### src/source/imem_bus_pkg.sv
`default_nettype none

package imem_bus_pkg;

  ////////////////////////////////////////////////////////////////////////////
  // Widths
  ////////////////////////////////////////////////////////////////////////////

  // RV32 only
  localparam int XLEN = 32;

  // Instruction address, one word
  typedef logic [XLEN-1:0] addr_t;

  // Wishbone read data, one word
  typedef logic [XLEN-1:0] word_t;

  ////////////////////////////////////////////////////////////////////////////
  // Attribute regions
  ////////////////////////////////////////////////////////////////////////////

  // Number of base/mask/exec triples
  localparam int REGION_CNT = 2;

  // No compressed parcels, so every fetch is a full word
  // Low PC bits must be zero
  localparam int WORD_ALIGN_BITS = 2;

endpackage

`default_nettype wire

### src/source/imem_fetch_pkg.sv
`default_nettype none

package imem_fetch_pkg;

  ////////////////////////////////////////////////////////////////////////////
  // Parcel record
  ////////////////////////////////////////////////////////////////////////////

  // One queued fetch result as seen by the CPU
  typedef struct packed {
    imem_bus_pkg::addr_t pc;          // PC of this parcel
    imem_bus_pkg::word_t insn;        // Instruction word, zero on any fault
    logic                misaligned;  // Low PC bits nonzero
    logic                error;       // Region, exec or bus fault
  } parcel_t;

  ////////////////////////////////////////////////////////////////////////////
  // Queue sizing
  ////////////////////////////////////////////////////////////////////////////

  // Next-PC buffer
  localparam int PC_BUF_DEPTH = 2;

  // Parcel queue, with headroom past the stall point
  localparam int PARCEL_Q_DEPTH = 8;

  // Stall threshold
  // Leaves room for buffered PCs plus the one on the bus
  localparam int PARCEL_Q_ALMOST_FULL = 4;

endpackage

`default_nettype wire

### src/source/imem_fifo.sv
`timescale 1ns/1ps
`default_nettype none

module imem_fifo #(
  parameter type payload_t   = logic [31:0],
  parameter int  DEPTH       = 2,
  parameter int  ALMOST_FULL = DEPTH
)
(
  input  logic     clk_i,
  input  logic     rst_n_i,
  input  logic     clr_i,          // Synchronous flush
  input  logic     we_i,
  input  logic     re_i,
  input  payload_t d_i,
  output payload_t q_o,            // Head, shown combinationally
  output logic     empty_o,
  output logic     full_o,
  output logic     almost_full_o
);

  typedef logic [$clog2(DEPTH)-1:0]   ptr_t;
  typedef logic [$clog2(DEPTH+1)-1:0] cnt_t;

  payload_t mem [DEPTH];           // Storage array

  ptr_t wr_ptr;
  ptr_t rd_ptr;
  cnt_t count;                     // Entries held
  logic wr_ok;
  logic rd_ok;

  // Pointer step with wrap, depth need not be a power of two
  function automatic ptr_t ptr_inc(input ptr_t ptr);
    ptr_inc = (ptr == ptr_t'(DEPTH - 1)) ? '0 : ptr + 1'b1;
  endfunction

  assign wr_ok = we_i & ~full_o;   // Drop writes when full
  assign rd_ok = re_i & ~empty_o;  // Ignore reads when empty

  always_ff @(posedge clk_i or negedge rst_n_i)
  begin
    if (!rst_n_i)
    begin
      wr_ptr <= '0;
      rd_ptr <= '0;
      count  <= '0;
    end
    else if (clr_i)
    begin
      wr_ptr <= '0;
      rd_ptr <= '0;
      count  <= '0;
    end
    else
    begin
      if (wr_ok) wr_ptr <= ptr_inc(wr_ptr);
      if (rd_ok) rd_ptr <= ptr_inc(rd_ptr);

      // Read plus write keeps the count
      case ({wr_ok, rd_ok})
        2'b10:   count <= count + 1'b1;
        2'b01:   count <= count - 1'b1;
        default: count <= count;
      endcase
    end
  end

  always_ff @(posedge clk_i)
  begin
    if (wr_ok) mem[wr_ptr] <= d_i;
  end

  assign q_o           = mem[rd_ptr];
  assign empty_o       = (count == '0);
  assign full_o        = (count == cnt_t'(DEPTH));
  assign almost_full_o = (count >= cnt_t'(ALMOST_FULL));

endmodule

`default_nettype wire

### src/source/imem_region_check.sv
`timescale 1ns/1ps
`default_nettype none

module imem_region_check (
  input  imem_bus_pkg::addr_t pc_i,
  input  imem_bus_pkg::addr_t pma_adr_i  [imem_bus_pkg::REGION_CNT],
  input  imem_bus_pkg::addr_t pma_mask_i [imem_bus_pkg::REGION_CNT],
  input  logic                pma_exec_i [imem_bus_pkg::REGION_CNT],
  output logic                misaligned_o,
  output logic                fault_o        // Any reason not to fetch
);

  logic [imem_bus_pkg::REGION_CNT-1:0] hit;      // PC inside region n
  logic [imem_bus_pkg::REGION_CNT-1:0] exec_hit; // Inside and executable

  ////////////////////////////////////////////////////////////////////////////
  // Alignment
  ////////////////////////////////////////////////////////////////////////////

  // Word fetch only
  assign misaligned_o = |pc_i[imem_bus_pkg::WORD_ALIGN_BITS-1:0];

  ////////////////////////////////////////////////////////////////////////////
  // Region lookup
  ////////////////////////////////////////////////////////////////////////////

  always_comb
  begin
    for (int n = 0; n < imem_bus_pkg::REGION_CNT; n++)
    begin
      // Masked compare against base
      hit[n]      = ((pc_i & pma_mask_i[n]) == pma_adr_i[n]);
      exec_hit[n] = hit[n] & pma_exec_i[n];
    end
  end

  // Regions may overlap
  // one executable hit is enough
  // Misalignment folded in so the top tests a single bit
  assign fault_o = misaligned_o | ~|exec_hit;

endmodule

`default_nettype wire

### src/source/imem_wb_fetch.sv
`timescale 1ns/1ps
`default_nettype none

module imem_wb_fetch (
  input  logic                clk_i,
  input  logic                rst_n_i,
  input  logic                req_i,      // Clean PC waiting, room in queue
  input  imem_bus_pkg::addr_t pc_i,
  output logic                done_o,     // Result valid this cycle
  output logic                bus_err_o,
  output imem_bus_pkg::word_t insn_o,

  // Wishbone classic, read only
  output logic                wb_cyc_o,
  output logic                wb_stb_o,
  output imem_bus_pkg::addr_t wb_adr_o,
  input  imem_bus_pkg::word_t wb_dat_i,
  input  logic                wb_ack_i,
  input  logic                wb_err_i,

  input  logic                flush_i
);

  typedef enum logic {
    ST_IDLE,
    ST_BUSY
  } state_t;

  state_t              state;
  imem_bus_pkg::addr_t adr_q;     // Address held for the whole cycle
  logic                discard;   // Flushed while on the bus
  logic                term;      // Slave ends the cycle

  assign term = (state == ST_BUSY) & (wb_ack_i | wb_err_i);

  ////////////////////////////////////////////////////////////////////////////
  // Master FSM
  ////////////////////////////////////////////////////////////////////////////

  always_ff @(posedge clk_i or negedge rst_n_i)
  begin
    if (!rst_n_i)
    begin
      state   <= ST_IDLE;
      discard <= 1'b0;
    end
    else
    begin
      case (state)
        ST_IDLE:
        begin
          discard <= 1'b0;
          if (req_i) state <= ST_BUSY;  // cyc/stb rise next cycle
        end
        ST_BUSY:
        begin
          if (term)
          begin
            state   <= ST_IDLE;         // Single access, no pipelining
            discard <= 1'b0;
          end
          else if (flush_i)
          begin
            discard <= 1'b1;            // Let it finish, drop the data
          end
        end
        default: state <= ST_IDLE;
      endcase
    end
  end

  // Latched at the start
  // Low bits forced to a word boundary
  always_ff @(posedge clk_i)
  begin
    if (state == ST_IDLE && req_i)
      adr_q <= {pc_i[imem_bus_pkg::XLEN-1:imem_bus_pkg::WORD_ALIGN_BITS],
                {imem_bus_pkg::WORD_ALIGN_BITS{1'b0}}};
  end

  assign wb_cyc_o = (state == ST_BUSY);
  assign wb_stb_o = (state == ST_BUSY); // Classic, stb tracks cyc
  assign wb_adr_o = adr_q;

  ////////////////////////////////////////////////////////////////////////////
  // Result
  ////////////////////////////////////////////////////////////////////////////

  // A flush on the ack edge also drops the result
  assign done_o    = term & ~discard & ~flush_i;
  assign bus_err_o = wb_err_i;
  assign insn_o    = wb_err_i ? '0 : wb_dat_i;  // No data on error

endmodule

`default_nettype wire

### src/source/imem_ctrl.sv
`timescale 1ns/1ps
`default_nettype none

module imem_ctrl (
  input  logic                clk_i,
  input  logic                rst_n_i,

  // CPU side
  input  imem_bus_pkg::addr_t nxt_pc_i,
  output logic                stall_nxt_pc_o,
  input  logic                stall_i,
  input  logic                flush_i,
  output imem_bus_pkg::addr_t parcel_pc_o,
  output imem_bus_pkg::word_t parcel_o,
  output logic                parcel_valid_o,
  output logic                misaligned_o,
  output logic                err_o,

  // Attribute regions
  input  imem_bus_pkg::addr_t pma_adr_i  [imem_bus_pkg::REGION_CNT],
  input  imem_bus_pkg::addr_t pma_mask_i [imem_bus_pkg::REGION_CNT],
  input  logic                pma_exec_i [imem_bus_pkg::REGION_CNT],

  // Wishbone classic
  output logic                wb_cyc_o,
  output logic                wb_stb_o,
  output imem_bus_pkg::addr_t wb_adr_o,
  input  imem_bus_pkg::word_t wb_dat_i,
  input  logic                wb_ack_i,
  input  logic                wb_err_i
);

  imem_bus_pkg::addr_t     pc_head;       // Oldest buffered PC
  logic                    pc_empty;
  logic                    pc_full;
  logic                    pc_pop;
  logic                    head_misaligned;
  logic                    head_fault;
  logic                    fault_wr;      // Fault parcel, no bus cycle
  logic                    fetch_req;
  logic                    fetch_done;
  logic                    fetch_err;
  imem_bus_pkg::word_t     fetch_insn;
  imem_fetch_pkg::parcel_t parcel_d;
  imem_fetch_pkg::parcel_t pq_head;       // Oldest queued parcel
  logic                    pq_we;
  logic                    pq_re;
  logic                    pq_empty;
  logic                    pq_full;
  logic                    pq_almost_full;

  ////////////////////////////////////////////////////////////////////////////
  // Next-PC buffer
  ////////////////////////////////////////////////////////////////////////////

  imem_fifo #(
    .payload_t   ( imem_bus_pkg::addr_t         ),
    .DEPTH       ( imem_fetch_pkg::PC_BUF_DEPTH ),
    .ALMOST_FULL ( imem_fetch_pkg::PC_BUF_DEPTH )
  ) pc_buf (
    .clk_i         ( clk_i           ),
    .rst_n_i       ( rst_n_i         ),
    .clr_i         ( flush_i         ),
    .we_i          ( ~stall_nxt_pc_o ),
    .re_i          ( pc_pop          ),
    .d_i           ( nxt_pc_i        ),
    .q_o           ( pc_head         ),
    .empty_o       ( pc_empty        ),
    .full_o        ( pc_full         ),
    .almost_full_o (                 )
  );

  // Buffer full or CPU not draining parcels
  assign stall_nxt_pc_o = pc_full | pq_almost_full;

  ////////////////////////////////////////////////////////////////////////////
  // Checks and fetch
  ////////////////////////////////////////////////////////////////////////////

  imem_region_check region_chk (
    .pc_i         ( pc_head         ),
    .pma_adr_i    ( pma_adr_i       ),
    .pma_mask_i   ( pma_mask_i      ),
    .pma_exec_i   ( pma_exec_i      ),
    .misaligned_o ( head_misaligned ),
    .fault_o      ( head_fault      )
  );

  assign fault_wr  = ~pc_empty & head_fault & ~pq_full;
  // No new cycle on a flush edge as that PC is gone
  assign fetch_req = ~pc_empty & ~head_fault & ~pq_full & ~flush_i;

  imem_wb_fetch fetch (
    .clk_i     ( clk_i      ),
    .rst_n_i   ( rst_n_i    ),
    .req_i     ( fetch_req  ),
    .pc_i      ( pc_head    ),
    .done_o    ( fetch_done ),
    .bus_err_o ( fetch_err  ),
    .insn_o    ( fetch_insn ),
    .wb_cyc_o  ( wb_cyc_o   ),
    .wb_stb_o  ( wb_stb_o   ),
    .wb_adr_o  ( wb_adr_o   ),
    .wb_dat_i  ( wb_dat_i   ),
    .wb_ack_i  ( wb_ack_i   ),
    .wb_err_i  ( wb_err_i   ),
    .flush_i   ( flush_i    )
  );

  // Head stays put on the bus and leaves with its parcel
  assign pc_pop = fault_wr | fetch_done;

  ////////////////////////////////////////////////////////////////////////////
  // Parcel queue
  ////////////////////////////////////////////////////////////////////////////

  always_comb
  begin
    parcel_d.pc         = fetch_done ? wb_adr_o : pc_head;  // PC rides with the cycle
    parcel_d.insn       = fetch_done ? fetch_insn : '0;
    parcel_d.misaligned = ~fetch_done & head_misaligned;
    parcel_d.error      = fetch_done ? fetch_err : 1'b1;    // Fault path always errs
  end

  assign pq_we = fault_wr | fetch_done;
  assign pq_re = parcel_valid_o & ~stall_i;

  imem_fifo #(
    .payload_t   ( imem_fetch_pkg::parcel_t             ),
    .DEPTH       ( imem_fetch_pkg::PARCEL_Q_DEPTH       ),
    .ALMOST_FULL ( imem_fetch_pkg::PARCEL_Q_ALMOST_FULL )
  ) parcel_q (
    .clk_i         ( clk_i          ),
    .rst_n_i       ( rst_n_i        ),
    .clr_i         ( flush_i        ),
    .we_i          ( pq_we          ),
    .re_i          ( pq_re          ),
    .d_i           ( parcel_d       ),
    .q_o           ( pq_head        ),
    .empty_o       ( pq_empty       ),
    .full_o        ( pq_full        ),
    .almost_full_o ( pq_almost_full )
  );

  // Flags to the CPU only meaningful with a parcel
  assign parcel_valid_o = ~pq_empty;
  assign parcel_pc_o    = pq_head.pc;
  assign parcel_o       = pq_head.insn;
  assign misaligned_o   = pq_head.misaligned & parcel_valid_o;
  assign err_o          = pq_head.error & parcel_valid_o;

endmodule

`default_nettype wire

### config.mk
export PLATFORM = sky130hd
export DESIGN_NAME = imem_ctrl
export DESIGN_NICKNAME = d
export VERILOG_FILES = /design/src/source/imem_bus_pkg.sv /design/src/source/imem_fetch_pkg.sv /design/src/source/imem_fifo.sv /design/src/source/imem_region_check.sv /design/src/source/imem_wb_fetch.sv /design/src/source/imem_ctrl.sv
export SDC_FILE = /design/constraint.sdc
export NUM_CORES = 1
export LEC_CHECK = 0
export ABC_AREA = 0
export BUFFER_PORTS_ARGS = -buffer_cell sky130_fd_sc_hd__buf_2
export CAP_MARGIN = 30
export CORE_MARGIN = 2
export CORE_UTILIZATION = 30
export DETAILED_ROUTE_END_ITERATION = 8
export PLACE_DENSITY = 0.57
export SYNTH_ARGS = -nofsm -noshare
export SYNTH_HDL_FRONTEND = slang
export SYNTH_HIERARCHICAL = 1
export SYNTH_SLANG_ARGS = --single-unit
### constraint.sdc
create_clock -name clk_i -period 16.48 [get_ports clk_i]
set_input_delay 4.12 -clock clk_i [delete_from_list [all_inputs] [get_ports clk_i]]
set_output_delay 4.12 -clock clk_i [all_outputs]
set_load 0.01 [all_outputs]
# == Word-level counts from Yosys, hierarchy flattened ==
# Memory sizes are Yosys's and may differ from the RTL's.
# Cells that the tools add are included.
# op_classes
n_reduce_logical,12
bitwise_logic,35
eq_ne,11
n_addsub,8
mux,30
n_lt_le_gt_ge,1
# op_table
op,n
32-bit two-way mux,3
32-bit AND,2
32-bit == test,2
1-bit AND,18
3-bit two-way mux,6
1-bit two-way mux,15
1-bit NOT,11
4-bit case mux with 2 select lines,1
2-bit nonzero test,4
3-bit by 1-bit adder with 3-bit output (second input constant),2
2-bit == test (second input constant),3
3-bit == test (second input constant),2
3-bit nonzero test,2
4-bit by 1-bit adder with 4-bit output (second input constant),1
2-bit by 1-bit == test with 1-bit output (second input constant),2
4-bit == test (second input constant),1
4-bit by 3-bit greater-or-equal comparator with 1-bit output (second input constant),1
4-bit zero test,1
4-bit two-way mux,1
1-bit bitwise OR,4
1-bit case mux with 2 select lines,2
2-bit case mux with 2 select lines,1
2-bit OR reduction,2
4-bit by 1-bit subtractor with 4-bit output (second input constant),1
other kinds (8),9
# totals
output_inout_bits,102
in_bits,200
regBits,46
ram_bits,592
mem_count,2
# memory_table
memory,words,width,rd,rd_clocked_by_memory_dff,write_ports,line_no,text
parcel_q.mem,8,66,1,0,1,imem_fifo.sv:25,payload_t mem [DEPTH];
pc_buf.mem,2,32,1,0,1,imem_fifo.sv:25,

# == Logic depth before layout (Yosys ltp) ==
# An unclocked memory read counts as a cell.
# depth
word_depth,14
ltp_mapped,19
ltp_nobuf,16

# == By module ==
# The synthesis kept the hierarchy.
# modules_own_cells
mod,area_per_inst_um2,seq_area_each_um2,cells_each,n_inst
imem_fifo at parcel_q,20862.5,16105.4,846,1
imem_fifo at pc_buf,2517.4,2021.9,125,1
imem_wb_fetch,1242.4,950.9,78,1
imem_region_check,943.4,0.0,147,1
imem_ctrl,673.1,0.0,82,1

# == Worst setup path before layout ==
# OpenSTA, ideal clock, no wires.
# synth_path
kind,input to register
startpoint,in wb_err_i
endpoint,mem parcel_q/mem[0][0] (netlist name) (enable)
path_stages,8
t_arrival_ns,11.616
path_buffers,4
slack_ns,4.211
setup_ns,0.652
path_cell_list,buf_2 -> o211a_1 -> buf_4 -> buf_4 -> a21o_1 -> buf_2 -> nand2_1 -> nor4_1
# synth_via
elab_chain_cells,8
# synth_lines
item,line_no,text
from (decl),imem_ctrl.sv:30,input logic wb_err_i
1-bit bitwise OR,imem_wb_fetch.sv:34,assign term = (state == ST_BUSY) & (wb_ack_i | wb_err_i);
1-bit AND,imem_wb_fetch.sv:34,
1-bit AND (2 in series),imem_wb_fetch.sv:90,assign done_o = term & ~discard & ~flush_i;
net fetch_done,imem_ctrl.sv:41,logic fetch_done;
1-bit bitwise OR,-,
net pc_pop,imem_ctrl.sv:36,logic pc_pop;
1-bit AND,imem_fifo.sv:38,assign wr_ok = we_i & ~full_o;
1-bit two-way mux,imem_fifo.sv:71,if (wr_ok) mem[wr_ptr] <= d_i;
1-bit two-way mux (not written as such),imem_fifo.sv:71,
to (decl),imem_fifo.sv:25,
# The timed path passes the listed nets, and every way through them passes these cells.

# == Final worst setup path ==
# layout_path
startpoint,in pma_mask_i[31] (netlist name)
endpoint,mem parcel_q/mem[4][60] (netlist name) (enable)
# layout_via
elab_chain_cells,12
# layout_lines
item,line_no,text
from (decl),imem_ctrl.sv:21,"input imem_bus_pkg::addr_t pma_mask_i [imem_bus_pkg::REGION_CNT],"
32-bit AND,imem_region_check.sv:32,hit[n] = ((pc_i & pma_mask_i[n]) == pma_adr_i[n]);
32-bit == test,imem_region_check.sv:32,
1-bit AND,imem_region_check.sv:33,exec_hit[n] = hit[n] & pma_exec_i[n];
2-bit OR reduction,imem_region_check.sv:40,assign fault_o = misaligned_o | ~|exec_hit;
1-bit zero test,imem_region_check.sv:40,
1-bit bitwise OR,imem_region_check.sv:40,
net head_fault,imem_ctrl.sv:38,logic head_fault;
1-bit AND (2 in series),imem_ctrl.sv:89,assign fault_wr = ~pc_empty & head_fault & ~pq_full;
1-bit bitwise OR,-,
net pc_pop,imem_ctrl.sv:36,
1-bit AND,imem_fifo.sv:38,
1-bit two-way mux,imem_fifo.sv:71,
1-bit two-way mux (not written as such),imem_fifo.sv:71,
# The timed path passes the listed nets, and every way through them passes these cells.

==> results.ini <==
[run_status]
status = complete, no violations

[synth]
ys.warnings.count = 6
synth.avg_cell_area_sq_um = 20.5
syn_inst = 1277
synthesis.area_sq_um = 26200

[finish]
n_fill_cell = 8154
layoutNonFillerInstCount = 2831
area_delta_synth_final_pct = 20.1
design_area_sq_um = 31500
drive_gt1_share_pct = 42.3
fin_nets = 1825

[placement]
dpl_worst_slack_ps = 8220
place_area_sq_um = 29100
place_congestion = 1.03
io_buffers = 296
hpwlAfterDp_microns = 41600
dp_cells = 2698

[worst_hold_path]
min_path_type = flop to flop
hold_depth = 2
min_to = fetch/discard
worstHoldStart = fetch/discard

[power_and_ir_drop]
ir_drop_v = 0.0000925
power_density_nw_per_um2 = 166
leakage_nw = 11.1

[timing]
hold_violations = 0
worst_slack_ps = 8850
fin_crit_ps = 7630
max_freq_mhz = 131
maxSlewHeadroom_pct = 34.3
rsz0062_at_grt = false
setup_tns_ps = 0
worst_pin_slew_ps = 986
whs_ps = 537
finalSetupViolCount = 0
slew_viol_final = 0
period_share_pct = 46.3
fin_skew_ps = 24.3

[floorplan]
start_util_pct = 30.2
io_pins = 302
row_count = 108
die_y_microns = 300
fp.dieW_microns = 300
core_area_sq_um = 86800
die_area_sq_um = 89800

[global_route]
antenna_found_initial = 1
track_usage_pct = 14.6
met2_usage_pct = 25.1
grt_overflow_total = 0
grt_pass1_vias = 14300
grt_use_met1_pct = 18.1
grt_max_degree = 60
grt_busiest_layer = met2
grt_pass1_wl_microns = 95600
grt_use_met3_pct = 3.19

[clock_network]
numCtsBuffers = 72
htreeDepth = 3
post_cts_buffers = 0
clock_latency_ps = 600
cts_tree = yes
cts_resized = 0
cts.sinks = 638
clockRootBuffer = clkbuf_16
clk_pin_slew_ps = 60
ctsLongestPathBuffers = 3
ctsHoldBuffers = 0

[drt]
ant_nets = 0
drt-total-wl_microns = 66000
drcViolationCount = 0
drt-pass1-iter-count = 5
viasPerCell = 4.68
num_vias = 13300
drt_iter0_drc = 716
avgRoutedWirePerCell_microns = 23.3

[critical_path]
r2r_start = pc_buf/rd_ptr
crit_fanout = 39
r2r_end = parcel_q/mem[4][60]
worstPathRequired_ps = 16700
startpoint_type = primary input
critical_path_class = primary input to flop
critical_path_arrival_ps = 7850
rrSetupSlack_ps = 11400
worstSetupEndpointType = flop
r2r_cells = 12

[run]
maxCapViolCount = 0

## per-layer routing
metal,part of all wire [%],wire [microns]
met3,5.0,3300
met2,50,32800
met1,42,27500
met5,0,0
met4,3.6,2360
## power by group
| part | switching (mW) | leakage, nW | internal, mW |
|---|---|---|---|
| sequential | 0.0641 | 6.34 | 2.23 |
| clock | 0.637 | 1.16 | 0.945 |
| combinational | 0.818 | 3.61 | 0.526 |
| total | 1.52 | 11.1 | 3.70 |
## registers in the layout (all words and copies together) (netlist names)
name and count:
parcel_q/mem 528, pc_buf/mem 64, fetch/wb_adr_o 30, parcel_q/count 4
parcel_q/rd_ptr 3, parcel_q/wr_ptr 3, pc_buf/count 2, fetch/discard 1
fetch/wb_cyc_o 1, pc_buf/rd_ptr 1, pc_buf/wr_ptr 1
## critical path, cell delays in order
cell and delay [ps]:
buf_2 80, nand2_1 100, xor2_1 160, nand4_1 230, nor4_1 110, a22oi_1 620
a21o_1 550, nand2_1 350, nor3_2 240, buf_4 500, buf_4 650
## through the flow
step	total power, mW	utilization [%]
3_3_place_gp	3.67	33.4
2_1_floorplan	3.19	-
5_1_grt	5.47	36.3
3_5_place_dp	3.71	33.5
4_1_cts	5.31	36.3
6_report	5.22	36.3
## layout by cell type, fill, tap and decap left out, types with 5 or more instances in the layout
cell and instances:
buf_4 25, nand2_1 71, clkbuf_1 7, nor2b_1 35, mux4_1 16, mux2_4 58
mux4_2 116, clkbuf_16 74, nor2_1 14, ha_1 6, a21oi_1 10, mux2_2 73
buf_2 296, xor2_1 61, clkinv_2 15, edfxtp_1 622, and2_1 32, nand4_1 15
bufinv_16 7, nor4_1 6, clkinv_1 13, dfrtp_1 12, nand2b_1 5
## area by class of cell
class / count / area, sq um / area share (%)
Antenna cell: 3 / 7.51 / 0.0238
Clock inverter: 45 / 463 / 1.47
Sequential cell: 638 / 19100 / 60.6
Timing Repair Buffer: 326 / 1790 / 5.69
Inverter: 5 / 18.8 / 0.0596
Tap cell: 1155 / 1450 / 4.59
Clock buffer: 83 / 1910 / 6.05
Multi-Input combinational cell: 576 / 6790 / 21.5
## worst max path at each step
stage / from / cells after the start / endpoint
2_1_floorplan: wb_err_i / 8 / parcel_q/mem[0][0]
3_3_place_gp: pma_mask_i[31] / 10 / parcel_q/mem[3][54]
3_5_place_dp: pma_mask_i[14] / 11 / parcel_q/mem[5][54]
4_1_cts: parcel_q/rd_ptr[0] / 5 / parcel_pc_o[0]
5_1_grt: parcel_q/rd_ptr[0] / 5 / err_o
6_report: pma_mask_i[31] / 11 / parcel_q/mem[4][60]
No activity file was read; power rests on OpenSTA's default activity.
